==> src/design/upload_pkg.sv <==
`default_nettype none

package upload_pkg;

   typedef logic [27:0] ddr_addr_t;
   typedef logic [26:0] ram_addr_t;
   typedef logic [24:0] data_size_t;

   localparam int HDR_BYTES = 16;
   localparam int KBD_SKIP  = 512;                  // Keyboard layout body

   // Magic sits in header bytes 0 to 2
   localparam int OFS_TYPE    = 3;                  // Type in [7:4] and slot in [3:0]
   localparam int OFS_DATA_ID = 4;
   localparam int OFS_SIZE_HI = 5;
   localparam int OFS_SIZE_LO = 6;
   localparam int OFS_DEVICE  = 7;
   localparam int OFS_MAPPER  = 8;
   localparam int OFS_MODE    = 9;
   localparam int OFS_PARAM   = 10;

   typedef enum logic [3:0] {CONFIG_NONE, CONFIG_SLOT_A, CONFIG_SLOT_B, CONFIG_SLOT_INTERNAL,
                             CONFIG_KBD_LAYOUT, CONFIG_CONFIG} config_typ_t;

   typedef enum logic [7:0] {ROM_NONE, ROM_ROM, ROM_RAM, ROM_FDC, ROM_FMPAC} data_id_t;

   typedef enum logic [7:0] {MAPPER_UNUSED, MAPPER_NONE, MAPPER_ASCII8, MAPPER_ASCII16,
                             MAPPER_KONAMI, MAPPER_KONAMI_SCC, MAPPER_RAM} mapper_t;

   typedef enum logic [7:0] {DEVICE_NONE, DEVICE_FDC, DEVICE_OPL3} device_t;

   typedef enum logic {PATTERN_COPY, PATTERN_RAM_INIT} pattern_t;

   typedef struct packed {
      mapper_t    mapper;
      device_t    device;
      logic [3:0] ref_ram;
      logic [1:0] offset_ram;
   } slot_entry_t;

   typedef struct packed {
      ram_addr_t   addr;
      logic [15:0] size;                            // In blocks
      logic        ro;
   } lookup_ram_t;

   typedef enum logic [2:0] {IDLE, CLEAN, READ_HDR, CHECK, FILL, STORE} seq_state_t;

endpackage

`default_nettype wire

==> src/design/upload_if.sv <==
`timescale 1ns/1ps
`default_nettype none

interface record_if import upload_pkg::*; ();
   logic        magic_ok;
   config_typ_t rec_type;
   logic [3:0]  slot_subslot;
   data_id_t    data_id;
   logic [10:0] size_blocks;
   device_t     device;
   mapper_t     mapper;
   logic [7:0]  mode;
   logic [7:0]  param;

   modport parser (output magic_ok, rec_type, slot_subslot, data_id, size_blocks,
                   device, mapper, mode, param);
   modport user (input magic_ok, rec_type, slot_subslot, data_id, size_blocks,
                 device, mapper, mode, param);
endinterface


`default_nettype wire

==> src/design/slot_layout_store.sv <==
`timescale 1ns/1ps
`default_nettype none

module slot_layout_store import upload_pkg::*; (
   input  logic        clk,
   input  logic        rst_n,
   input  logic        clean_wr,
   input  logic [5:0]  clean_idx,
   input  logic        store,
   record_if.user      rec,
   input  logic [3:0]  ref_ram,
   output slot_entry_t slot_layout [64]
);

   slot_entry_t new_entry [4];

   // Next value of the four subslots of the addressed slot
   always_comb begin
      for (int k = 0; k < 4; k++) begin
         new_entry[k] = slot_layout[{rec.slot_subslot, 2'(k)}];
         case (rec.mode[2*k +: 2])
            2'd1: begin
               new_entry[k]        = slot_layout[{rec.slot_subslot, rec.param[2*k +: 2]}];
               new_entry[k].device = DEVICE_NONE;
            end
            2'd2: begin
               new_entry[k] = '{mapper: rec.mapper, device: rec.device, ref_ram: ref_ram,
                                offset_ram: rec.param[2*k +: 2]};
            end
            2'd3: begin
               new_entry[k] = '{mapper: MAPPER_UNUSED, device: rec.device, ref_ram: ref_ram,
                                offset_ram: rec.param[2*k +: 2]};
            end
            default: ;                              // Keep entry
         endcase
      end
   end

   always_ff @(posedge clk) begin
      if (!rst_n) begin
         for (int i = 0; i < 64; i++) begin
            slot_layout[i] <= '{mapper: MAPPER_UNUSED, device: DEVICE_NONE, ref_ram: 4'd0,
                                offset_ram: 2'd0};
         end
      end else if (clean_wr) begin
         slot_layout[clean_idx].mapper <= MAPPER_UNUSED;
         slot_layout[clean_idx].device <= DEVICE_NONE;
      end else if (store) begin
         for (int k = 0; k < 4; k++) begin
            slot_layout[{rec.slot_subslot, 2'(k)}] <= new_entry[k];
         end
      end
   end

endmodule

`default_nettype wire

==> src/flat_wrapper.sv <==
// flat-port wrapper written by rule: the top's interface ports become plain ports
module slot_layout_store_flat import upload_pkg::*;
  (clk, rst_n, clean_wr, clean_idx, store, ref_ram, slot_layout, rec_magic_ok, rec_rec_type, rec_slot_subslot, rec_data_id, rec_size_blocks, rec_device, rec_mapper, rec_mode, rec_param);
  record_if rec_i ();
  input  logic clk;
  input  logic rst_n;
  input  logic clean_wr;
  input  logic [5:0] clean_idx;
  input  logic store;
  input  logic [3:0] ref_ram;
  output slot_entry_t slot_layout[64];
  input wire logic [$bits(rec_i.magic_ok)-1:0] rec_magic_ok;
  input wire logic [$bits(rec_i.rec_type)-1:0] rec_rec_type;
  input wire logic [$bits(rec_i.slot_subslot)-1:0] rec_slot_subslot;
  input wire logic [$bits(rec_i.data_id)-1:0] rec_data_id;
  input wire logic [$bits(rec_i.size_blocks)-1:0] rec_size_blocks;
  input wire logic [$bits(rec_i.device)-1:0] rec_device;
  input wire logic [$bits(rec_i.mapper)-1:0] rec_mapper;
  input wire logic [$bits(rec_i.mode)-1:0] rec_mode;
  input wire logic [$bits(rec_i.param)-1:0] rec_param;
  assign rec_i.magic_ok = rec_magic_ok;
  assign rec_i.rec_type = rec_rec_type;
  assign rec_i.slot_subslot = rec_slot_subslot;
  assign rec_i.data_id = rec_data_id;
  assign rec_i.size_blocks = rec_size_blocks;
  assign rec_i.device = rec_device;
  assign rec_i.mapper = rec_mapper;
  assign rec_i.mode = rec_mode;
  assign rec_i.param = rec_param;
  slot_layout_store u_core (.clk(clk), .rst_n(rst_n), .clean_wr(clean_wr), .clean_idx(clean_idx), .store(store), .rec(rec_i), .ref_ram(ref_ram), .slot_layout(slot_layout));
endmodule
==> config.mk <==
export PLATFORM = sky130hd
export DESIGN_NAME = slot_layout_store_flat
export DESIGN_NICKNAME = d
export VERILOG_FILES = /design/src/design/upload_pkg.sv /design/src/design/upload_if.sv /design/src/design/slot_layout_store.sv /design/src/flat_wrapper.sv
export SDC_FILE = /design/constraint.sdc
export NUM_CORES = 2
export LEC_CHECK = 0
export BUFFER_PORTS_ARGS = -buffer_cell sky130_fd_sc_hd__buf_2
export CAP_MARGIN = 30
export CORE_AREA = 10 10 564 566
export DETAILED_ROUTE_END_ITERATION = 6
export DIE_AREA = 0 0 574 576
export PLACE_DENSITY_LB_ADDON = 0.12
export SETUP_SLACK_MARGIN = 0.5
export SLEW_MARGIN = 15
export SYNTH_ARGS = -nofsm -noshare
export SYNTH_HDL_FRONTEND = slang
export SYNTH_SLANG_ARGS = --single-unit
==> constraint.sdc <==
create_clock -name clk -period 8.56 [get_ports clk]
set_clock_uncertainty 0.05 [all_clocks]
set_input_delay 1.712 -clock clk [delete_from_list [all_inputs] [get_ports clk]]
set_output_delay 1.712 -clock clk [all_outputs]
set_load 0.02 [all_outputs]
==> impl_metrics.tcl <==
set metrics [dict create \
    grt_pass1_vias 82900 \
    io_buffers 1457 \
    worstSetupPathType "in -> reg" \
    tightest_slew_ps 1250 \
    cap_violations 0 \
    async_flop_share 0 \
    grt_antenna_before_repair 82 \
    yosysTopAreaCell "dfxtp_1" \
    cts_tree "done" \
    grt_pass1_wl_mm 856 \
    instances_no_fill 13800 \
    cts_root_buf "clkbuf_16" \
    hold_ws_ps 420 \
    path_buf_inv 2 \
    postRouteAntennaNets 0 \
    cts.sinks 1408 \
    setup-tns-final_ps 0 \
    post-place-ws_ps 2220 \
    setup.worst_path.start "rec_slot_subslot[3]" \
    synth_edf_count 0 \
    avgRoutedWirePerCell_um 48.0 \
    slowest_delay_ps 940 \
    regArea_mm2 0.0282 \
    worstSkewPairLatency_ps 910 \
    clk_pin_slew_worst_paths_ps 60 \
    h-tree-depth 4 \
    cts_resized 0 \
    first_pass_iters 7 \
    status "finished, violations left" \
    row_count 204 \
    violations "design-rule violations" \
    worst-r2r-cell-count 8 \
    layout_setup_ws_ps 2880 \
    initial_core_util 0.279 \
    wl_mm 661 \
    numCtsBuffers 180 \
    ios 1482 \
    postCtsHoldBufs 0 \
    synth_area_leaders "dfxtp_1, mux4_2, o21ai_0" \
    regMostFlops "u_core.slot_layout" \
    synth_ff_type "dfxtp_1" \
    final_nets 9568 \
    die_h_um 576 \
    grtUsageTotal 0.378 \
    min_period_over_period 0.663 \
    critPathSlowestCell "nand3_2" \
    crit_fanout 39 \
    multiInputGateArea_mm2 0.0539 \
    fillCellCount 31600 \
    drt_first_iter_violations 13400 \
    syn-num-nets 8409 \
    critPathLaunchType "input pin" \
    largest_reg_flops 1408 \
    wl_met1_mm 253 \
    drc_errors 2 \
    grt_max_degree 148 \
    crit_family "simple AND/OR/NAND/NOR gates" \
    leakage_nw 40.0 \
    fmax_mhz 176 \
    vias 89100 \
    finalPower_mw 17.2 \
    netlist_instances 8335 \
    critPathCapture "u_core.slot_layout[565]$_SDFFE_PN0P_" \
    crit_chain "buf_8, buf_4, nand4b_1, o22ai_1, or4_1, nor3_1, nand4_1, nand3_2, o21ai_0" \
    slew_headroom 0.169 \
    die_area_mm2 0.331 \
    rsz0062_at_grt "false" \
    area_delta_synth_final_pct 21.7 \
    die_w_um 574 \
    slew_violations 0 \
    peakVddDrop_mv 0.138 \
    reg_top3 "u_core.slot_layout (1408)" \
    drive_gt1_frac 0.358 \
    worstSetupEndpointType "flop" \
    dr_wl_met2_mm 278 \
    clock_path_buffers 4 \
    yosys.area.top_type_share 0.329 \
    finalSetupViolCount 0 \
    ys_seq_area_frac 0.329 \
    met3_length_mm 82.0 \
    worst-path-stages 9 \
    rrSetupSlack_ps 4600 \
    yosysWarnings 0 \
    hold_class "reg -> reg" \
    period_needed_ps 5680 \
    topRoutingLayerUsed "met5" \
    numPlacedInstances 13400 \
    critPathArrivalTime_ps 6400 \
    syn_area_per_cell_um2 10.3 \
    synth_seq_cells 1408 \
    post_cts_buffers 0 \
    synthTopCellsByCount "dfxtp_1, nand2_1, o21ai_0" \
    reg2reg_to "u_core.slot_layout[921]$_SDFFE_PN0P_" \
    required_ps 9290 \
    synth.distinct_cells 90 \
    rr_startpoint "u_core.slot_layout[1295]$_SDFFE_PN0P_" \
    powerDensity_mw_per_mm2 165 \
    core_mm2 0.307 \
    hold_viol 0 \
    hpwlAfterDp_mm 490 \
    gp_congestion 0.995 \
    post_synth_instance_area_mm2 0.0856 \
    grt_overflow 0 \
    synth_most_common_cell "dfxtp_1" \
    via_per_inst 6.47 \
]
==> cell families after synthesis <==
family | after synthesis | share of synthesized area
DFF | 1408 | 0.329
buffers and inverters | 845 | 0.0536
AOI/OAI and AO/OA | 2213 | 0.153
and+or+nand+nor | 2201 | 0.114
muxes | 1668 | 0.351
==> per-stage QoR <==
stage / util / area [um2]
5_1_grt: 0.339 / 104000
6_report: 0.339 / 104000
3_3_place_gp: 0.316 / 97200
4_1_cts: 0.338 / 104000
3_5_place_dp: 0.318 / 97800
2_1_floorplan: - / 85600
==> layer usage <==
metal | vias up | global-route usage
met4 | 36 | 0.217
met1 | 46500 | 0.470
li1 | 34600 | -
met2 | 6661 | 0.554
met3 | 1357 | 0.149
met5 | - | 0.000861
==> how the worst min path moves through the flow <==
| stage | startpoint | end | slack [ps] | depth (start not counted) |
|---|---|---|---|---|
| 3_3_place_gp | u_core.slot_layout[959]$_SDFFE_PN0P_ | u_core.slot_layout[959]$_SDFFE_PN0P_ | 400 | 2 |
| 5_1_grt | u_core.slot_layout[160]$_SDFFE_PN0P_ | u_core.slot_layout[160]$_SDFFE_PN0P_ | 440 | 2 |
| 4_1_cts | u_core.slot_layout[160]$_SDFFE_PN0P_ | u_core.slot_layout[160]$_SDFFE_PN0P_ | 420 | 2 |
| 2_1_floorplan | u_core.slot_layout[739]$_SDFFE_PN0P_ | u_core.slot_layout[739]$_SDFFE_PN0P_ | 480 | 2 |
| 3_5_place_dp | u_core.slot_layout[160]$_SDFFE_PN0P_ | u_core.slot_layout[160]$_SDFFE_PN0P_ | 410 | 2 |
| 6_report | u_core.slot_layout[1025]$_SDFFE_PN0P_ | u_core.slot_layout[1025]$_SDFFE_PN0P_ | 420 | 2 |
==> final cells by class <==
cell class,instances,share of cell area
inverters,10,0.000408
clock buffers,257,0.0503
diodes,22,0.000528
well taps,4120,0.0495
repair buffers,1812,0.102
flip-flops and latches,1408,0.271
multi-input cells,6082,0.517
clock inverters,67,0.00942
==> placed cells by master (no fill, tap or decap), types with 164 or more instances in the layout <==
master and count:
a22oi_1 164, o21ai_1 171, mux4_2 1059, clkbuf_16 183, o21ai_0 1195, mux2i_1 539
buf_2 1450, buf_4 301, dfxtp_1 1408, nand2_1 1266, nand3_1 426
==> power by group <==
part	total, mW	internal [mW]	switching [mW]
Clock	8.27	4.84	3.42
Sequential	6.67	6.59	0.0794
Combinational	2.30	0.585	1.71
==> worst register-to-register path, delay by kind of cell (launching register included) <==
family | cells | cell delay, ps
DFF | 1 | 530
buffers and inverters | 1 | 380
and+or+nand+nor | 4 | 2310
muxes | 1 | 280
AOI/OAI and AO/OA | 2 | 260
(Power assumes the default switching activity.)
