## config.mk

```make
export PLATFORM = sky130hd
export DESIGN_NAME = config_parser_flat
export DESIGN_NICKNAME = d
export VERILOG_FILES = /design/src/design/upload_pkg.sv /design/src/design/upload_if.sv /design/src/design/config_parser.sv /design/src/flat_wrapper.sv
export SDC_FILE = /design/constraint.sdc
export NUM_CORES = 1
export LEC_CHECK = 0
export BUFFER_PORTS_ARGS = -buffer_cell sky130_fd_sc_hd__buf_2
export CAP_MARGIN = 5
export CORE_AREA = 2 2 84 86
export DETAILED_ROUTE_END_ITERATION = 8
export DIE_AREA = 0 0 86 88
export PLACE_DENSITY = 0.67
export SYNTH_ARGS = -nofsm -noshare
export SYNTH_HDL_FRONTEND = slang
export SYNTH_SLANG_ARGS = --single-unit
```

## constraint.sdc

```tcl
create_clock -name clk -period 2.05 [get_ports clk]
set_input_delay 0.205 -clock clk [delete_from_list [all_inputs] [get_ports clk]]
set_output_delay 0.205 -clock clk [all_outputs]
set_load 0.1 [all_outputs]
```

## src/design/upload_pkg.sv

```systemverilog
`default_nettype none

package upload_pkg;

   typedef logic [27:0] ddr_addr_t;
   typedef logic [26:0] ram_addr_t;
   typedef logic [24:0] data_size_t;

   localparam int HDR_BYTES = 16;
   localparam int KBD_SKIP  = 512;                  // Keyboard layout body

   // Magic sits in header bytes 0 to 2
   localparam int OFS_TYPE    = 3;                  // Type in [7:4] and slot in [3:0]
   localparam int OFS_DATA_ID = 4;
   localparam int OFS_SIZE_HI = 5;
   localparam int OFS_SIZE_LO = 6;
   localparam int OFS_DEVICE  = 7;
   localparam int OFS_MAPPER  = 8;
   localparam int OFS_MODE    = 9;
   localparam int OFS_PARAM   = 10;

   typedef enum logic [3:0] {CONFIG_NONE, CONFIG_SLOT_A, CONFIG_SLOT_B, CONFIG_SLOT_INTERNAL,
                             CONFIG_KBD_LAYOUT, CONFIG_CONFIG} config_typ_t;

   typedef enum logic [7:0] {ROM_NONE, ROM_ROM, ROM_RAM, ROM_FDC, ROM_FMPAC} data_id_t;

   typedef enum logic [7:0] {MAPPER_UNUSED, MAPPER_NONE, MAPPER_ASCII8, MAPPER_ASCII16,
                             MAPPER_KONAMI, MAPPER_KONAMI_SCC, MAPPER_RAM} mapper_t;

   typedef enum logic [7:0] {DEVICE_NONE, DEVICE_FDC, DEVICE_OPL3} device_t;

   typedef enum logic {PATTERN_COPY, PATTERN_RAM_INIT} pattern_t;

   typedef struct packed {
      mapper_t    mapper;
      device_t    device;
      logic [3:0] ref_ram;
      logic [1:0] offset_ram;
   } slot_entry_t;

   typedef struct packed {
      ram_addr_t   addr;
      logic [15:0] size;                            // In blocks
      logic        ro;
   } lookup_ram_t;

   typedef enum logic [2:0] {IDLE, CLEAN, READ_HDR, CHECK, FILL, STORE} seq_state_t;

endpackage

`default_nettype wire

```

## src/design/upload_if.sv

```systemverilog
`timescale 1ns/1ps
`default_nettype none

interface record_if import upload_pkg::*; ();
   logic        magic_ok;
   config_typ_t rec_type;
   logic [3:0]  slot_subslot;
   data_id_t    data_id;
   logic [10:0] size_blocks;
   device_t     device;
   mapper_t     mapper;
   logic [7:0]  mode;
   logic [7:0]  param;

   modport parser (output magic_ok, rec_type, slot_subslot, data_id, size_blocks,
                   device, mapper, mode, param);
   modport user (input magic_ok, rec_type, slot_subslot, data_id, size_blocks,
                 device, mapper, mode, param);
endinterface


`default_nettype wire

```

## src/design/config_parser.sv

```systemverilog
`timescale 1ns/1ps
`default_nettype none

module config_parser import upload_pkg::*; (
   input  logic       clk,
   input  logic       rst_n,
   input  logic       hdr_byte_ok,
   input  logic [7:0] hdr_byte,
   record_if.parser   rec
);

   logic [3:0] idx;
   logic [7:0] hdr [HDR_BYTES];

   always_ff @(posedge clk) begin
      if (!rst_n) begin
         idx <= 4'd0;
      end else if (hdr_byte_ok) begin
         if (idx == 4'(HDR_BYTES - 1)) begin
            idx <= 4'd0;                            // Header complete
         end else begin
            idx <= idx + 4'd1;
         end
      end
   end

   always_ff @(posedge clk) begin
      if (hdr_byte_ok) hdr[idx] <= hdr_byte;
   end

   assign rec.magic_ok     = ({hdr[0], hdr[1], hdr[2]} == "MSX");
   assign rec.rec_type     = config_typ_t'(hdr[OFS_TYPE][7:4]);
   assign rec.slot_subslot = hdr[OFS_TYPE][3:0];
   assign rec.data_id      = data_id_t'(hdr[OFS_DATA_ID]);
   assign rec.size_blocks  = {hdr[OFS_SIZE_HI][2:0], hdr[OFS_SIZE_LO]};
   assign rec.device       = device_t'(hdr[OFS_DEVICE]);
   assign rec.mapper       = mapper_t'(hdr[OFS_MAPPER]);
   assign rec.mode         = hdr[OFS_MODE];
   assign rec.param        = hdr[OFS_PARAM];

   // Sequencer must sit in CHECK for at least a cycle after the last byte
   a_hdr_gap: assert property (@(posedge clk) disable iff (!rst_n)
      hdr_byte_ok && idx == 4'(HDR_BYTES - 1) |=> !hdr_byte_ok);

endmodule

`default_nettype wire

```

## src/flat_wrapper.sv

```systemverilog
// flat-port wrapper written by rule: the top's interface ports become plain ports
module config_parser_flat import upload_pkg::*;
  (clk, rst_n, hdr_byte_ok, hdr_byte, rec_magic_ok, rec_rec_type, rec_slot_subslot, rec_data_id, rec_size_blocks, rec_device, rec_mapper, rec_mode, rec_param);
  record_if rec_i ();
  input  logic clk;
  input  logic rst_n;
  input  logic hdr_byte_ok;
  input  logic [7:0] hdr_byte;
  output wire logic [$bits(rec_i.magic_ok)-1:0] rec_magic_ok;
  output wire logic [$bits(rec_i.rec_type)-1:0] rec_rec_type;
  output wire logic [$bits(rec_i.slot_subslot)-1:0] rec_slot_subslot;
  output wire logic [$bits(rec_i.data_id)-1:0] rec_data_id;
  output wire logic [$bits(rec_i.size_blocks)-1:0] rec_size_blocks;
  output wire logic [$bits(rec_i.device)-1:0] rec_device;
  output wire logic [$bits(rec_i.mapper)-1:0] rec_mapper;
  output wire logic [$bits(rec_i.mode)-1:0] rec_mode;
  output wire logic [$bits(rec_i.param)-1:0] rec_param;
  assign rec_magic_ok = rec_i.magic_ok;
  assign rec_rec_type = rec_i.rec_type;
  assign rec_slot_subslot = rec_i.slot_subslot;
  assign rec_data_id = rec_i.data_id;
  assign rec_size_blocks = rec_i.size_blocks;
  assign rec_device = rec_i.device;
  assign rec_mapper = rec_i.mapper;
  assign rec_mode = rec_i.mode;
  assign rec_param = rec_i.param;
  config_parser u_core (.clk(clk), .rst_n(rst_n), .hdr_byte_ok(hdr_byte_ok), .hdr_byte(hdr_byte), .rec(rec_i));
endmodule
```

==> run summary, run 1 <==
The cell area after layout came out at 0.00354 mm^2. The worst slew slack as a fraction of its limit came out at 0.667. TritonCTS created 9 clock buffers. For this design the ratio of total power to cell area is 873 mW/mm^2.

The number of gates resized after CTS was 0. The met2 wirelength from detailed routing is 2.70 mm. Counting every net in the synthesized netlist gives 146. Share of the core filled with cells: 0.533. The effective utilization at floorplan was 0.436. The routed length on met3 was 179 um; the post-CTS setup repair buffer count was 0. The count of mapped cells out of synthesis is 131, and the global placer's final weighted congestion is 0.756.

The number of nets with antenna violations after routing is 0, and the share of the synthesized area in the top cell type is 0.860. After synthesis, the most frequently instantiated cells are edfxtp_1, and2_1, dfxtp_1, ha_1. For the final routed database, the setup TNS stands at 0 ns.

The routed metal-1 wire length came out at 2.05 mm. The dominant cell by count in the synthesized netlist is edfxtp_1. The core region is 0.00664 mm^2. In this run the mean area of a mapped cell was 22.1 um^2.

In this run the horizontal extent of the chip is 86 um. The leftover overflow at the end of global routing was 0; the maximum number of pins on one net before global-route repair was 16. The final count of hold timing violations came out at 0. STA puts the critical path data required time at 1.85 ns.

TritonCTS built the clock tree. The routed wire length is 4.98 mm, and the total number of H-tree levels is 3. The routed via count divided by cell count was 4.77. The net count of the finished layout is 226. The worst-case IR drop observed on VDD is 0.000308 V. Setup repair after global routing left no endpoint under its margin.

Via count of the first global-routing pass: 1361. Type of the setup path with the least slack: reg2out. The type of the most critical hold path was in2reg.

On the final layout, the worst clock skew is 0.00676 ns. The floorplan step defined a die boundary enclosing 0.00757 mm^2. Summing all placed instances gives a cell area of 0.00337 mm^2.

The first global-routing pass estimated 7.25 mm of wire. After detailed routing, the number of remaining DRC violations is 0. Across the run, the number of max-cap violations was 0. Number of hold-repair buffers added at the cts stage: 0. After synthesis the netlist holds a flip-flop and latch count of 87. The run gives 71 as the top-level I/O count. By area the synthesized netlist is led by edfxtp_1, dfxtp_1, and2_1, ha_1, nor4bb_1. Detailed routing inserted a total of 1413 vias. For the number of setup violations in the final report, the log shows 0. STA classifies the critical path endpoint as an output port. The die is 88 um tall. The area added between synthesis and finish was 22.1%. In the final layout, the multi-input gates occupy 322 um^2. The final antenna diode count is 0, and the non-filler instance count after layout is 296. The first routing iteration left 93 violations.

The total global routing track utilization is 0.137, and the clock-pin slew on the worst setup and hold paths is 0.08 ns. The flow ran to the end, and the final reports show no timing, DRC or antenna violations. The number of core rows came out at 30. Number of antenna violations at the first check in global routing: 0.

The estimated wirelength of the detail-placed design is 3.33 mm. Number of synthesis warnings: 0. Static timing analysis puts the maximum clock frequency at 0.515 GHz.

The fraction of registers with async set or reset after synthesis is 0. Across the whole layout, storage elements account for 0.00257 mm^2. In the synthesized netlist the dominant register cell turns out to be edfxtp_1. The fraction of the cycle the final worst path needs came out at 0.947. For the worst-skew pair, the clock arrives at the later sink with an insertion delay of 0.34 ns. The number of pins with negative max-slew slack in the final report was 0; the final critical-path required period was 1.94 ns.

The clock net in this run drives a total of 87 sinks. The quantity of I/O buffers inserted on ports is 70, and the fraction of layout instances using a drive strength above 1 is 0.403. In this run, placement finished with an instance count of 280.

The first detailed-routing pass ran for 4 iterations. The run gives 0.00290 mm^2 as the cell area after synthesis. The clock root buffer master was clkbuf_8.

The number of inserted filler cells in the final layout is 514, and the count of flip-flops with a built-in enable after synthesis is 83. Signal routing reaches up to met4. The design draws 3.09 mW. STA classifies the critical path startpoint as a register. The sequential-to-total area share from yosys stat came out at 0.888. In this run the static leakage power is 1.29 nW. The worst-path maximum fanout was 1.

Data on the critical path arrives at its endpoint at 1.74 ns. The transition at the pin with the smallest max-transition slack works out to 0.503 ns. Summed over all instances, the cell type with the most area after synthesis is edfxtp_1. The clock tree buffer depth is 2, and the routed wirelength normalized by instance count is 16.8 um.

Synthesis instantiated 25 different standard cells from the library.
metal layers:
metal,GRT usage,vias to the layer above
met5,0,-
met4,0.0823,0
met3,0.0330,2
met2,0.224,36
met1,0.166,711
li1,-,664
through the flow:
| step | setup WS (ns) | hold slack, ns |
|---|---|---|
| after CTS | 0.0757 | 0.0918 |
| after global placement | 0.498 | 0.454 |
| after floorplan | -0.0417 | 0.304 |
| after detailed placement | 0.456 | 0.454 |
| after global routing | 0.0176 | 0.110 |
| final | 0.108 | 0.104 |
state kept, by name (all words and copies together) (netlist names):
| register | flops |
|---|---|
| u_core.hdr | 83 |
| u_core.idx | 4 |
cell families (layout without fill, tap and decap cells):
logic type / count (synthesis) / count (layout) / share of synthesized area
AO/OA/AOI/OAI: 4 / 4 / 0.00863
XOR/XNOR: 1 / 1 / 0.00302
buffers and inverters: 3 / 88 / 0.00432
AND/OR/NAND/NOR: 31 / 31 / 0.0756
adder cells (fa/ha/maj): 4 / 4 / 0.0173
multiplexers: 1 / 1 / 0.00345
flip-flops: 87 / 87 / 0.888
power breakdown:
group,internal (mW),total (mW),leakage (nW),switching (mW)
Sequential,1.97,1.98,0.785,0.0106
Combinational,0.0217,0.0891,0.416,0.0674
Clock,0.450,1.02,0.0891,0.569
Total,2.44,3.09,1.29,0.647
final timing paths:
check	start	to	slack, ns	cells after the start
max	u_core.hdr[1][5]$_DFFE_PP_	rec_magic_ok	0.11	4
min	rst_n	u_core.idx[2]$_SDFFE_PN0P_	0.10	2
max reg2reg	u_core.idx[2]$_SDFFE_PN0P_	u_core.hdr[2][5]$_DFFE_PP_	0.57	2
min reg2reg	u_core.idx[3]$_SDFFE_PN0P_	u_core.idx[3]$_SDFFE_PN0P_	0.53	2
final cells by class:
cell class | instances | share of cell area
clock inverter | 6 | 0.0124
timing repair buffer | 70 | 0.103
clock buffer | 10 | 0.0361
sequential | 87 | 0.727
tap | 80 | 0.0283
inverter | 2 | 0.00212
multi-input combinational | 41 | 0.0909
cell usage in the layout, fill, tap and decap left out, types with 2 or more instances in the layout:
master,n
edfxtp_1,83
and2_1,12
dfxtp_1,4
buf_2,69
inv_1,2
ha_1,4
and3b_1,2
clkbuf_8,9
inv_6,3
nor4bb_1,2
nand2_1,3
nand3_1,3
worst max-delay path, stage by stage, from the launching register on:
cell	delay, ns
edfxtp_1	0.37
nor4bb_1	0.32
nand2_1	0.15
nor4_4	0.35
buf_12	0.21
No activity file was read; power rests on OpenSTA's default activity.
==> run 2, diff against run 1 <==
Settings changed: MAX_ROUTING_LAYER set to met4.
==> run summary, run 2 (synthesized netlist as in run 1, its figures left out) <==
The highest clock frequency the design can meet was 0.515 GHz (about the same); the routed via count was 1417 (was 1413). The combinational cell fraction of total power was 0.029 (about the same). Later-pin clock latency in the skew report: 0.33 ns (was 0.34 ns). Number of nets with antenna violations after routing: 0 (unchanged). Largest register by flop count: u_core.hdr (unchanged).

The number of antenna violations at the first check in global routing came out at 0 (unchanged). The run finished with clean final reports. The type of the setup path with the least slack is reg2out (unchanged). The total global routing track utilization was 0.141 (was 0.137); the number of pins with negative max-slew slack in the final report was 0 (unchanged). The detailed-router iteration count before antenna repair came out at 4 (unchanged). The number of setup violations in the final report is 0 (unchanged). The power share of the clock group was 0.329 (was 0.330); the die width was 86 um (unchanged). The cell area reported after detailed placement is 0.00337 mm^2 (unchanged).

The commonest non-fill, non-tap cell in the layout is edfxtp_1 (unchanged). The number of cells traversed by the worst register-to-register path was 2 (unchanged); the area of the die was 0.00757 mm^2 (unchanged). The worst-path maximum fanout is 1 (unchanged).

The tools report the effective utilization at floorplan as 0.436 (unchanged). Critical register-to-register path startpoint: u_core.idx[2]$_SDFFE_PN0P_ (unchanged). The area of combinational cells with multiple inputs is 322 um^2 (unchanged), and the total number of nets in the final design is 226 (unchanged). The estimated wirelength of the detail-placed design is 3.33 mm (unchanged), and the fraction of layout instances using a drive strength above 1 is 0.403 (unchanged). The tools report the quantity of gates resized following cts as 0 (unchanged). The final critical-path required period was 1.94 ns (about the same); the routed via count divided by cell count was 4.79 (was 4.77).

Clock tree buffer depth: 2 (unchanged). The routed wirelength normalized by instance count works out to 16.7 um (was 16.8 um). The tools report the number of buffers created by CTS as 9 (unchanged). TritonCTS built the clock tree. The start point of the worst hold path is rst_n (unchanged). The fraction of the cycle the final worst path needs was 0.948 (was 0.947); the final setup skew was 0.00825 ns (was 0.00676 ns). Final antenna diode count: 0 (unchanged).

The number of cells on the worst hold path is 2 (unchanged), and the clock-pin slew on the worst setup and hold paths is 0.08 ns (about the same). The count of unresolved DRC violations after routing was 0 (unchanged); the area added between synthesis and finish was 22.1% (unchanged). The largest vdd supply drop came out at 0.000308 V (about the same).

The tools report the leftover overflow at the end of global routing as 0 (unchanged). Sort of element at the start of the critical path: a register (unchanged). Endpoint of the worst register-to-register path: u_core.hdr[2][5]$_DFFE_PP_ (unchanged). For the internal power summed over all cells, the log shows 2.44 mW (about the same). For the global placer's final weighted congestion, the log shows 0.765 (was 0.756).

The wire length of the first global-routing pass was 7.23 mm (was 7.25 mm). Most used cells in the layout excluding fill and tap cells: edfxtp_1, buf_2, and2_1 (unchanged). The sequential standard cell area is 0.00257 mm^2 (unchanged), and the number of flip-flops under the largest register name is 83 (unchanged).

Core outline area: 0.00664 mm^2 (unchanged). The transition at the pin with the smallest max-transition slack was 0.502 ns (was 0.503 ns). Type of the most critical hold path: in2reg (unchanged). For the net load switching power, the log shows 0.643 mW (was 0.647 mW). End point of the most critical hold path: u_core.idx[2]$_SDFFE_PN0P_ (unchanged). The required time of the critical path is 1.85 ns (about the same). Setup repair after global routing left no endpoint under its margin.

The top-level I/O count was 71 (unchanged); the floorplan die height was 88 um (unchanged). The run gives 30 (unchanged) as the number of core rows. The routed wire length came out at 4.95 mm (was 4.98 mm). For the maximum number of pins on one net before global-route repair, the log shows 16 (unchanged).

The quantity of I/O buffers inserted on ports was 70 (unchanged). The summed negative setup slack over all endpoints was 0 ns (unchanged); the number of DRC markers in iteration 0 was 100 (was 93). The tools report the final count of hold timing violations as 0 (unchanged).

Power after layout: 3.09 mW (about the same). The tools report the clock root buffer master as clkbuf_8 (unchanged). Registers with the highest flip-flop counts: u_core.hdr x83, u_core.idx x4 (unchanged).

The share of the core filled with cells came out at 0.533 (unchanged). The via count of the first global-routing pass is 1360 (was 1361), and the part of the total power dissipated in sequential elements is 0.642 (about the same). The switching power share of the total is 0.208 (was 0.209), and the number of inserted filler cells in the final layout is 514 (unchanged). The run gives 1.74 ns (about the same) as the arrival time of the worst setup path. The kind of end point of the critical path was an output port (unchanged). The total number of H-tree levels came out at 3 (unchanged). The register-to-register setup slack was 0.57 ns (about the same). The worst slew slack as a fraction of its limit was 0.668 (was 0.667). The logs give 1.29 nW (unchanged) for the leakage power of the design and 0.00354 mm^2 (unchanged) for the cell area after layout. The number of sinks handled by clock tree synthesis is 87 (unchanged). The power per standard cell area is 873 mW/mm^2 (about the same), and the max-cap check violation count is 0 (unchanged).
run 2: final cells by class:
cell class	count	area share
multi-input cells	41	0.0909
inverters	2	0.00212
repair buffers	70	0.103
flip-flops and latches	87	0.727
clock inverters	6	0.0124
well taps	80	0.0283
clock buffers	10	0.0361
run 2: power by group through the flow:
stage,sequential [mW],combinational [mW],clock (mW)
after global routing,1.99,0.0999,1.12
final,1.98,0.0889,1.02
after detailed placement,2.02,0.0902,0
after floorplan,2.03,0.0307,0
after CTS,1.98,0.0906,1.04
after global placement,2.02,0.0896,0
run 2: how the worst max path moves through the flow:
stage / start / to / slack (ns) / cells past startpoint
final: u_core.hdr[1][5]$_DFFE_PP_ / rec_magic_ok / 0.11 / 4
after global routing: u_core.hdr[1][5]$_DFFE_PP_ / rec_magic_ok / 0.02 / 4
after CTS: u_core.hdr[1][5]$_DFFE_PP_ / rec_magic_ok / 0.08 / 4
after detailed placement: u_core.hdr[1][5]$_DFFE_PP_ / rec_magic_ok / 0.46 / 4
after global placement: u_core.hdr[2][1]$_DFFE_PP_ / rec_magic_ok / 0.50 / 4
after floorplan: u_core.hdr[2][1]$_DFFE_PP_ / rec_magic_ok / -0.04 / 3
run 2: metrics by stage:
stage	cells	hold WS, ns	worst slack (ns)
after global routing	296	0.110	0.0179
after global placement	280	0.454	0.498
after CTS	296	0.0918	0.0757
after floorplan	131	0.304	-0.0417
after detailed placement	280	0.454	0.456
final	296	0.106	0.107
run 2: per-layer routing:
metal | vias to the layer above | track usage | wire length [um]
li1 | 667 | - | -
met1 | 717 | 0.166 | 2060
met2 | 31 | 0.224 | 2680
met3 | 2 | 0.0386 | 172
met4 | 0 | 0.0693 | 49
met5 | - | - | 0
run 2: repair_timing:
action,in CTS,in global routing
hold buffers,0,0
setup endpoints to repair,0,1
setup buffers,0,0
endpoints found under the hold margin,0,0
run 2: worst max-delay path: stages, from the launching register on:
cell and delay (ns):
edfxtp_1 0.37, nor4bb_1 0.32, nand2_1 0.14, nor4_4 0.35, buf_12 0.21
