<file path="config.mk">
export PLATFORM = sky130hd
export DESIGN_NAME = ram_loader_flat
export DESIGN_NICKNAME = d
export VERILOG_FILES = /design/src/design/upload_pkg.sv /design/src/design/upload_if.sv /design/src/design/ram_loader.sv /design/src/flat_wrapper.sv
export SDC_FILE = /design/constraint.sdc
export NUM_CORES = 1
export LEC_CHECK = 0
export BUFFER_PORTS_ARGS = -buffer_cell sky130_fd_sc_hd__buf_2
export CORE_AREA = 2 2 324 326
export CTS_BUF_LIST = sky130_fd_sc_hd__clkbuf_8 sky130_fd_sc_hd__clkbuf_16
export CTS_CLUSTER_SIZE = 16
export DETAILED_ROUTE_END_ITERATION = 16
export DIE_AREA = 0 0 326 328
export PLACE_DENSITY = 0.39
export SYNTH_ARGS = -nofsm -noshare
export SYNTH_HDL_FRONTEND = slang
export SYNTH_SLANG_ARGS = --single-unit
</file>
<file path="constraint.sdc">
create_clock -name clk -period 5.6 [get_ports clk]
set_input_delay 0.56 -clock clk [delete_from_list [all_inputs] [get_ports clk]]
set_output_delay 0.56 -clock clk [all_outputs]
set_load 0.05 [all_outputs]
</file>
<file path="src/design/upload_pkg.sv">
`default_nettype none

package upload_pkg;

   typedef logic [27:0] ddr_addr_t;
   typedef logic [26:0] ram_addr_t;
   typedef logic [24:0] data_size_t;

   localparam int HDR_BYTES = 16;
   localparam int KBD_SKIP  = 512;                  // Keyboard layout body

   // Magic sits in header bytes 0 to 2
   localparam int OFS_TYPE    = 3;                  // Type in [7:4] and slot in [3:0]
   localparam int OFS_DATA_ID = 4;
   localparam int OFS_SIZE_HI = 5;
   localparam int OFS_SIZE_LO = 6;
   localparam int OFS_DEVICE  = 7;
   localparam int OFS_MAPPER  = 8;
   localparam int OFS_MODE    = 9;
   localparam int OFS_PARAM   = 10;

   typedef enum logic [3:0] {CONFIG_NONE, CONFIG_SLOT_A, CONFIG_SLOT_B, CONFIG_SLOT_INTERNAL,
                             CONFIG_KBD_LAYOUT, CONFIG_CONFIG} config_typ_t;

   typedef enum logic [7:0] {ROM_NONE, ROM_ROM, ROM_RAM, ROM_FDC, ROM_FMPAC} data_id_t;

   typedef enum logic [7:0] {MAPPER_UNUSED, MAPPER_NONE, MAPPER_ASCII8, MAPPER_ASCII16,
                             MAPPER_KONAMI, MAPPER_KONAMI_SCC, MAPPER_RAM} mapper_t;

   typedef enum logic [7:0] {DEVICE_NONE, DEVICE_FDC, DEVICE_OPL3} device_t;

   typedef enum logic {PATTERN_COPY, PATTERN_RAM_INIT} pattern_t;

   typedef struct packed {
      mapper_t    mapper;
      device_t    device;
      logic [3:0] ref_ram;
      logic [1:0] offset_ram;
   } slot_entry_t;

   typedef struct packed {
      ram_addr_t   addr;
      logic [15:0] size;                            // In blocks
      logic        ro;
   } lookup_ram_t;

   typedef enum logic [2:0] {IDLE, CLEAN, READ_HDR, CHECK, FILL, STORE} seq_state_t;

endpackage

`default_nettype wire

</file>
<file path="src/design/upload_if.sv">
`timescale 1ns/1ps
`default_nettype none

interface record_if import upload_pkg::*; ();
   logic        magic_ok;
   config_typ_t rec_type;
   logic [3:0]  slot_subslot;
   data_id_t    data_id;
   logic [10:0] size_blocks;
   device_t     device;
   mapper_t     mapper;
   logic [7:0]  mode;
   logic [7:0]  param;

   modport parser (output magic_ok, rec_type, slot_subslot, data_id, size_blocks,
                   device, mapper, mode, param);
   modport user (input magic_ok, rec_type, slot_subslot, data_id, size_blocks,
                 device, mapper, mode, param);
endinterface

interface fetch_if ();
   logic       start;
   logic       done;
   logic       byte_req;
   logic       byte_ok;
   logic [7:0] byte_data;
   logic       busy;

   modport sequencer (output start, byte_ok, byte_data, input done, byte_req, busy);
   modport loader (input start, byte_ok, byte_data, output done, byte_req, busy);
endinterface

`default_nettype wire

</file>
<file path="src/design/ram_loader.sv">
`timescale 1ns/1ps
`default_nettype none

module ram_loader import upload_pkg::*; #(
   parameter int BLOCK_SHIFT = 14
) (
   input  logic        clk,
   input  logic        rst_n,
   input  logic        sdram_ready,
   output ram_addr_t   ram_addr,
   output logic [7:0]  ram_din,
   output logic        ram_ce,
   output lookup_ram_t lookup_ram [16],
   record_if.user      rec,
   fetch_if.loader     fetch,
   input  logic [3:0]  ref_ram
);

   pattern_t   pattern;
   data_size_t remain;                            // Bytes left in block
   logic [7:0] byte_buf;
   logic       have_byte;
   logic       waiting;
   logic       wr_go;
   ram_addr_t  base;

   assign base    = (ref_ram == 4'd0) ? '0 : ram_addr;    // First block of a load
   assign wr_go   = fetch.busy & sdram_ready & ~ram_ce & (remain != '0) &
                    (pattern == PATTERN_RAM_INIT | have_byte);
   assign ram_din = (pattern == PATTERN_COPY) ? byte_buf :
                    (ram_addr[8] == ram_addr[1]) ? 8'h00 : 8'hFF;

   always_ff @(posedge clk) begin
      if (fetch.start) begin
         lookup_ram[ref_ram] <= '{addr: base, size: 16'(rec.size_blocks),
                                  ro: (rec.data_id != ROM_RAM)};
      end
      if (fetch.byte_ok) byte_buf <= fetch.byte_data;
   end

   always_ff @(posedge clk) begin
      if (!rst_n) begin
         fetch.busy     <= 1'b0;
         fetch.done     <= 1'b0;
         fetch.byte_req <= 1'b0;
         ram_ce         <= 1'b0;
         ram_addr       <= '0;
         remain         <= '0;
         pattern        <= PATTERN_COPY;
         have_byte      <= 1'b0;
         waiting        <= 1'b0;
      end else begin
         fetch.done     <= 1'b0;
         fetch.byte_req <= 1'b0;
         ram_ce         <= 1'b0;
         if (ram_ce) ram_addr <= ram_addr + 1'b1;
         if (fetch.start) begin
            fetch.busy <= 1'b1;
            ram_addr   <= base;
            remain     <= data_size_t'(rec.size_blocks) << BLOCK_SHIFT;
            pattern    <= (rec.data_id == ROM_RAM) ? PATTERN_RAM_INIT : PATTERN_COPY;
            have_byte  <= 1'b0;
            waiting    <= 1'b0;
         end else if (fetch.busy) begin
            if (remain == '0) begin
               fetch.busy <= 1'b0;                  // Last write is out
               fetch.done <= 1'b1;
            end else if (wr_go) begin
               ram_ce    <= 1'b1;
               remain    <= remain - 1'b1;
               have_byte <= 1'b0;
            end else if (pattern == PATTERN_COPY && !have_byte && !waiting) begin
               fetch.byte_req <= 1'b1;
               waiting        <= 1'b1;
            end
            if (fetch.byte_ok) begin
               have_byte <= 1'b1;
               waiting   <= 1'b0;
            end
         end
      end
   end

   a_ce_single: assert property (@(posedge clk) disable iff (!rst_n) ram_ce |=> !ram_ce);

endmodule

`default_nettype wire

</file>
<file path="src/flat_wrapper.sv">
// flat-port wrapper written by rule: the top's interface ports become plain ports
module ram_loader_flat import upload_pkg::*;
#(
   parameter int BLOCK_SHIFT = 14
)
  (clk, rst_n, sdram_ready, ram_addr, ram_din, ram_ce, lookup_ram, ref_ram, rec_magic_ok, rec_rec_type, rec_slot_subslot, rec_data_id, rec_size_blocks, rec_device, rec_mapper, rec_mode, rec_param, fetch_start, fetch_byte_ok, fetch_byte_data, fetch_done, fetch_byte_req, fetch_busy);
  record_if rec_i ();
  fetch_if fetch_i ();
  input  logic clk;
  input  logic rst_n;
  input  logic sdram_ready;
  output ram_addr_t ram_addr;
  output logic [7:0] ram_din;
  output logic ram_ce;
  output lookup_ram_t lookup_ram[16];
  input  logic [3:0] ref_ram;
  input wire logic [$bits(rec_i.magic_ok)-1:0] rec_magic_ok;
  input wire logic [$bits(rec_i.rec_type)-1:0] rec_rec_type;
  input wire logic [$bits(rec_i.slot_subslot)-1:0] rec_slot_subslot;
  input wire logic [$bits(rec_i.data_id)-1:0] rec_data_id;
  input wire logic [$bits(rec_i.size_blocks)-1:0] rec_size_blocks;
  input wire logic [$bits(rec_i.device)-1:0] rec_device;
  input wire logic [$bits(rec_i.mapper)-1:0] rec_mapper;
  input wire logic [$bits(rec_i.mode)-1:0] rec_mode;
  input wire logic [$bits(rec_i.param)-1:0] rec_param;
  input wire logic [$bits(fetch_i.start)-1:0] fetch_start;
  input wire logic [$bits(fetch_i.byte_ok)-1:0] fetch_byte_ok;
  input wire logic [$bits(fetch_i.byte_data)-1:0] fetch_byte_data;
  output wire logic [$bits(fetch_i.done)-1:0] fetch_done;
  output wire logic [$bits(fetch_i.byte_req)-1:0] fetch_byte_req;
  output wire logic [$bits(fetch_i.busy)-1:0] fetch_busy;
  assign rec_i.magic_ok = rec_magic_ok;
  assign rec_i.rec_type = rec_rec_type;
  assign rec_i.slot_subslot = rec_slot_subslot;
  assign rec_i.data_id = rec_data_id;
  assign rec_i.size_blocks = rec_size_blocks;
  assign rec_i.device = rec_device;
  assign rec_i.mapper = rec_mapper;
  assign rec_i.mode = rec_mode;
  assign rec_i.param = rec_param;
  assign fetch_i.start = fetch_start;
  assign fetch_i.byte_ok = fetch_byte_ok;
  assign fetch_i.byte_data = fetch_byte_data;
  assign fetch_done = fetch_i.done;
  assign fetch_byte_req = fetch_i.byte_req;
  assign fetch_busy = fetch_i.busy;
  ram_loader #(.BLOCK_SHIFT(BLOCK_SHIFT)) u_core (.clk(clk), .rst_n(rst_n), .sdram_ready(sdram_ready), .ram_addr(ram_addr), .ram_din(ram_din), .ram_ce(ram_ce), .lookup_ram(lookup_ram), .rec(rec_i), .fetch(fetch_i), .ref_ram(ref_ram));
endmodule
</file>
==> flow_summary.json, run 1 <==
{
  "drive_gt1_share_pct": 43.72,
  "design.core.area_um2": 103200,
  "worst_hold_path_type": "in -> reg",
  "post_cts_buffers": 0,
  "synthesis.area_um2": 22990,
  "synth-seq-area-share_pct": 87.67,
  "setup_viol": 0,
  "use_met3_pct": 3.605,
  "die_x_um": 326,
  "skew_ns": 0.02699,
  "die_height_um": 328,
  "antennaDiodeCount": 0,
  "synth-edff-count": 632,
  "relSlewSlack_pct": 14.43,
  "critPathCaptureType": "output port",
  "dr.first_iter.drc_count": 777,
  "setup-tns-final_ns": 0,
  "final.fill_count": 10360,
  "detail_route.drc_violations": 0,
  "post_drt_via_cell_ratio": 3.992,
  "route.antenna.remaining_nets": 0,
  "grt_antenna_before_repair": 2,
  "final.min_clock_period_ns": 2.959,
  "wl_um": 79670,
  "floorplan.io_pins": 820,
  "post_cts.resized_instances": 0,
  "wl_per_instance_um": 23.59,
  "yosys_warns": 0,
  "crit_arrival_ns": 2.40,
  "replace_congestion": 0.7562,
  "rsz0062_at_grt": "no",
  "initial_utilization_pct": 22.28,
  "synthToLayoutAreaGrowth_pct": 33.67,
  "outcome": "finished, final reports clean",
  "async_reset_ff_share_pct": 0,
  "grt_pass1_vias": 13540,
  "top_cell_type_s_share_of_synthesized_area_pct": 82.54,
  "floorplan.die_area_um2": 106900,
  "yosysTopAreaCell": "edfxtp_1",
  "tritoncts": "yes",
  "vdd_ir_drop_max_mv": 0.2051,
  "fin_nets": 2013,
  "cts_hold_repair.buffers": 0,
  "via_count": 13480,
  "clk_pin_slew_worst_paths_ns": 0.06,
  "track_usage_pct": 14.32,
  "rows": 118,
  "ys_top_cells_by_area": "edfxtp_1 83%, dfxtp_1 5.1%, buf_4 2.6%",
  "power_per_cell_area_nw_per_um2": 369.1,
  "mostFrequentLayoutCells": "698 x buf_2, 632 x edfxtp_1, 80 x conb_1",
  "h-tree-depth": 3,
  "drv_slew": 0,
  "globalRoute.busiestLayer": "met2",
  "critical_path_class": "reg -> out",
  "worstSetupStartpointType": "flop",
  "synth_ff_type": "edfxtp_1",
  "port-buffer-count": 698,
  "global_route_wire_length_before_repair_um": 108000,
  "worst_skew_late_latency_ns": 0.65,
  "r2r_cells": 5,
  "min_path_cells": 1,
  "total_leakage_power_nw": 10.21,
  "syn_area_per_cell_um2": 20.17,
  "grtUsageMet1_pct": 16.84,
  "drv.max_cap_violation_count": 0,
  "synth_seq_cells": 691,
  "cts_buffers": 78,
  "achievable-frequency_ghz": 0.3380,
  "synth_cells": 1140,
  "layout.cells.most_common": "buf_2",
  "grtUsageMet2_pct": 25.55,
  "utilization_pct": 29.78,
  "clkSinkCount": 691,
  "critical_path_maximum_fanout": 8,
  "largest_net_degree_at_the_start_of_global_routing": 47,
  "worst_slew_pin_slew_ns": 1.279,
  "dpl.hpwl_um": 54020,
  "netlist_cell_types": 56,
  "cts.path.max_buffers": 3,
  "fin_crit_sh_pct": 52.83,
  "report.final.hold_viol_count": 0,
  "root_driver": "clkbuf_16",
  "cp.required_ns": 5.04,
  "globalRouteOverflowTotal": 0,
  "detailedRoute.firstPassIterationCount": 4
}
## worst max-delay path: stages, from the launching register on
cell and delay, ns:
dfxtp_1 0.43, xnor2_1 0.58, nand2_1 0.33, o21a_1 0.19, buf_2 0.21
## sequential cells by signal, summed over array words and instances (netlist names)
register,count
u_core.waiting,1
u_core.fetch.busy,1
u_core.fetch.done,1
u_core.byte_buf,8
u_core.lookup_ram,624
u_core.ram_addr,27
u_core.have_byte,1
u_core.fetch.byte_req,1
u_core.ram_ce,1
u_core.pattern,1
u_core.remain,25
## stage by stage
stage / power (mW) / std cells / setup WS (ns) / hold slack [ns] / cell area [um2]
floorplan: 6.326 / 1219 / 1.442 / 0.4016 / 23290
global placement: 6.472 / 3233 / 1.921 / 0.4397 / 28220
detailed placement: 6.474 / 3233 / 1.931 / 0.4450 / 28220
CTS: 11.51 / 3377 / 2.342 / 0.04946 / 30740
global route: 11.72 / 3377 / 2.261 / 0.05433 / 30740
finish: 11.34 / 3377 / 2.641 / 0.1071 / 30740
## logic make-up (layout without fill, tap and decap cells)
family / after synthesis / in the layout / synth area share (%)
flops: 691 / 691 / 87.67
simple gates: 221 / 221 / 5.589
buf+inv: 109 / 887 / 3.091
compound gates: 100 / 100 / 2.862
xor+xnor: 9 / 9 / 0.3428
mux: 6 / 6 / 0.2612
fa+ha+maj: 3 / 3 / 0.1633
other cells: 1 / 80 / 0.01631
## layout make-up
class | count | area, um2 | area share (%)
Clock buffer | 79 | 1977 | 6.432
Clock inverter | 65 | 538.0 | 1.750
Inverter | 8 | 30.03 | 0.09770
Multi-Input combinational cell | 419 | 2534 | 8.243
Sequential cell | 691 | 20160 | 65.59
Tap cell | 1380 | 1727 | 5.618
Timing Repair Buffer | 735 | 3771 | 12.27
## synth_stat cells (2+ instances only)
library cell    n
o21ai_0        24
o21bai_1        2
o41ai_1         4
and2_1          9
and3_1          7
inv_1           8
nor4_1         16
buf_4          80
a31oi_1         9
a21boi_0        9
a21oi_1        15
dfxtp_1        59
nor4b_1         2
nand2b_1        6
xnor2_1         6
nand3_1        19
nand2_1        24
or2_2           5
mux2i_1         6
ha_1            3
nand3b_1        6
o211ai_1        8
or3_1          15
nand4_1        13
nand4b_1        4
xor2_1          3
and4b_1         2
o21a_1         10
nor3_1          9
edfxtp_1      632
a211oi_1        3
or4_1           8
nor2b_1        30
o21ai_1         2
clkbuf_1       19
and4_1          2
o31ai_1         6
nor2_1         36
o211a_1         2
## where the power goes
group / internal [mW] / total (mW) / switching [mW]
Combinational: 0.0880 / 0.657 / 0.569
Clock: 2.83 / 4.99 / 2.16
Sequential: 5.67 / 5.70 / 0.0278
## path summary, 6_finish.rpt
| check | slack [ns] | end | startpoint |
|---|---|---|---|
| min | 0.11 | u_core.byte_buf[7]$_DFFE_PP_ | fetch_byte_data[7] |
| max | 2.64 | ram_din[0] | u_core.ram_addr[8]$_SDFFE_PN0P_ |
| max reg2reg | 2.75 | u_core.remain[18]$_SDFFE_PN0P_ | u_core.remain[12]$_SDFFE_PP0P_ |
| min reg2reg | 0.45 | u_core.fetch.byte_req$_SDFF_PP0_ | u_core.waiting$_SDFFE_PP0P_ |
## routing by layer
metal / routed length [um] / up-vias
met5: 13 / -
met2: 40930 / 580
li1: - / 5888
met4: 1796 / 2
met1: 31940 / 6910
met3: 4991 / 100
Note: power is estimated with default switching activity, not from simulation.
==> inputs of run 2 (changes only) <==
PLACE_DENSITY = 0.41   (was 0.39)
clock period = 2.5 ns   (was 5.6 ns; I/O delays follow)
==> run 2 against run 1 <==
Compared with the run above:
- critical path depth increased by 2
- utilization increased by 0.75 points
- sequential power increased by 120%
- first-iteration DRC count increased by 18%
- wire length about the same
- global-route usage about the same
- largest power group unchanged
- highest routed layer is now met4
==> flow_summary.json, run 2 (synthesis gave the netlist of run 1 again) <==
{
  "layout.cells.most_common": "buf_2",
  "via_count": 13690,
  "worst_hold_path_type": "in -> reg",
  "outcome": "finished, final reports clean",
  "mostFrequentLayoutCells": "698 x buf_2, 632 x edfxtp_1, 80 x conb_1",
  "cts.path.max_buffers": 3,
  "worst-path-buf-inv": 3,
  "worst_slew_pin_slew_ns": 1.312,
  "critPathTopFamily": "buffers and inverters",
  "drv.max_cap_violation_count": 0,
  "globalRoute.busiestLayer": "met2",
  "tritoncts": "yes",
  "drv_slew": 0,
  "critical_path_maximum_fanout": 8,
  "setup_viol": 0,
  "wl_per_instance_um": 23.24,
  "relSlewSlack_pct": 12.36,
  "detailedRoute.firstPassIterationCount": 4,
  "vdd_ir_drop_max_mv": 0.5450,
  "wl_um": 79650,
  "timing.critical_path.cells": "buf_4, xnor2_1, buf_4, nand2_1, o21a_1, buf_2",
  "regMostFlops": "u_core.lookup_ram",
  "antennaDiodeCount": 0,
  "critical_path.max_stage_delay_ns": 0.33,
  "hp-start": "rec_size_blocks[10]",
  "rsz0062_at_grt": "no",
  "grt_antenna_before_repair": 6,
  "h-tree-depth": 3,
  "post_cts_buffers": 0,
  "fin_nets": 2070,
  "global_route_wire_length_before_repair_um": 107600,
  "post_drt_via_cell_ratio": 3.993,
  "root_driver": "clkbuf_16",
  "replace_congestion": 0.7612,
  "grt_pass1_vias": 13520,
  "largest_reg_flops": 624,
  "synthToLayoutAreaGrowth_pct": 37.04,
  "route.antenna.remaining_nets": 0,
  "min_path_cells": 3,
  "drive_gt1_share_pct": 44.87,
  "final.fill_count": 10210,
  "setup-tns-final_ns": 0,
  "largest_net_degree_at_the_start_of_global_routing": 40,
  "rr_endpoint": "u_core.remain[15]$_SDFFE_PN0P_",
  "r2r_cells": 7,
  "worst_skew_late_latency_ns": 0.64,
  "achievable-frequency_ghz": 0.4308,
  "grtUsageMet1_pct": 17.22,
  "skew_ns": 0.02368,
  "timing.critical_path.depth": 6,
  "floorplan.die_area_um2": 106900,
  "utilization_pct": 30.53,
  "die_height_um": 328,
  "rows": 118,
  "report.final.hold_viol_count": 0,
  "power_per_cell_area_nw_per_um2": 818.2,
  "hold-path-endpoint": "u_core.remain[24]$_SDFFE_PN0P_",
  "initial_utilization_pct": 22.28,
  "track_usage_pct": 14.30,
  "dr.first_iter.drc_count": 913,
  "biggestRegsByFlops": "u_core.lookup_ram x624, u_core.ram_addr x27, u_core.remain x25",
  "cp.required_ns": 2.25,
  "grtUsageMet2_pct": 24.77,
  "critPathLaunch": "u_core.ram_addr[1]$_SDFFE_PN0P_",
  "rr_startpoint": "u_core.remain[0]$_SDFFE_PP0P_",
  "die_x_um": 326,
  "dpl.hpwl_um": 52550,
  "final.min_clock_period_ns": 2.321,
  "detail_route.drc_violations": 0,
  "crit_arrival_ns": 2.07,
  "postLayoutSetupSlackWorst_ns": 0.1786,
  "crit_top_cell": "buf_4",
  "clk_pin_slew_worst_paths_ns": 0.06,
  "fin_crit_sh_pct": 92.86,
  "dpl_worst_slack_ns": 0.2335,
  "worstSetupStartpointType": "flop",
  "design.core.area_um2": 103200,
  "total_leakage_power_nw": 10.55,
  "setup.reg_to_reg.worst_slack_ns": 0.22,
  "globalRouteOverflowTotal": 0,
  "critical_path_class": "reg -> out",
  "power_after_layout_mw": 25.78,
  "slowest_stage": "dfxtp_1",
  "clkSinkCount": 691,
  "critPathCaptureType": "output port",
  "port-buffer-count": 698,
  "floorplan.io_pins": 820,
  "cts_buffers": 76,
  "use_met3_pct": 4.070
}
==> run 2: per-layer routing <==
metal,wire length [um],vias up
li1,-,5994
met1,32030,6986
met2,40160,606
met3,5467,101
met4,1986,0
met5,0,-
==> run 2: repair_timing <==
item	in CTS	in global routing
hold endpoints to repair	100	0
hold buffers	16	0
gates resized for setup	1	0
setup endpoints to repair	3	0
==> run 2: stage by stage <==
step / hold slack [ns] / cells / instance area (um2)
after floorplan: 0.3456 / 1219 / 23330
after global placement: 0.4207 / 3276 / 28780
after detailed placement: 0.4175 / 3276 / 28780
after CTS: 0.01762 / 3428 / 31510
after global routing: 0.03826 / 3428 / 31510
final: 0.05042 / 3428 / 31510
==> run 2: cell type report <==
class	count	area, um2	area share (%)
sequential	691	20160	63.98
timing repair buffer	794	4467	14.18
multi-input combinational	419	2555	8.108
clock buffer	78	1952	6.194
tap	1380	1727	5.480
clock inverter	58	619.3	1.966
inverter	8	30.03	0.09530
==> run 2: worst max path at each step <==
| stage | end | slack (ns) |
|---|---|---|
| after CTS | ram_din[5] | 0.09 |
| after detailed placement | u_core.remain[15]$_SDFFE_PN0P_ | 0.23 |
| after global routing | ram_din[5] | 0.02 |
| after floorplan | u_core.lookup_ram[484]$_DFFE_PP_ | -0.36 |
| after global placement | u_core.remain[15]$_SDFFE_PN0P_ | 0.23 |
| final | ram_din[5] | 0.18 |
==> run 2: worst min-delay path, cell delays in order <==
cell and delay, ns:
buf_2 0.14, o21ai_0 0.18, a211oi_1 0.06
==> run 2: power breakdown <==
group	switching [mW]	internal, mW
Sequential	0.0639	12.7
Clock	4.73	6.76
Combinational	1.29	0.241
Total	6.08	19.7
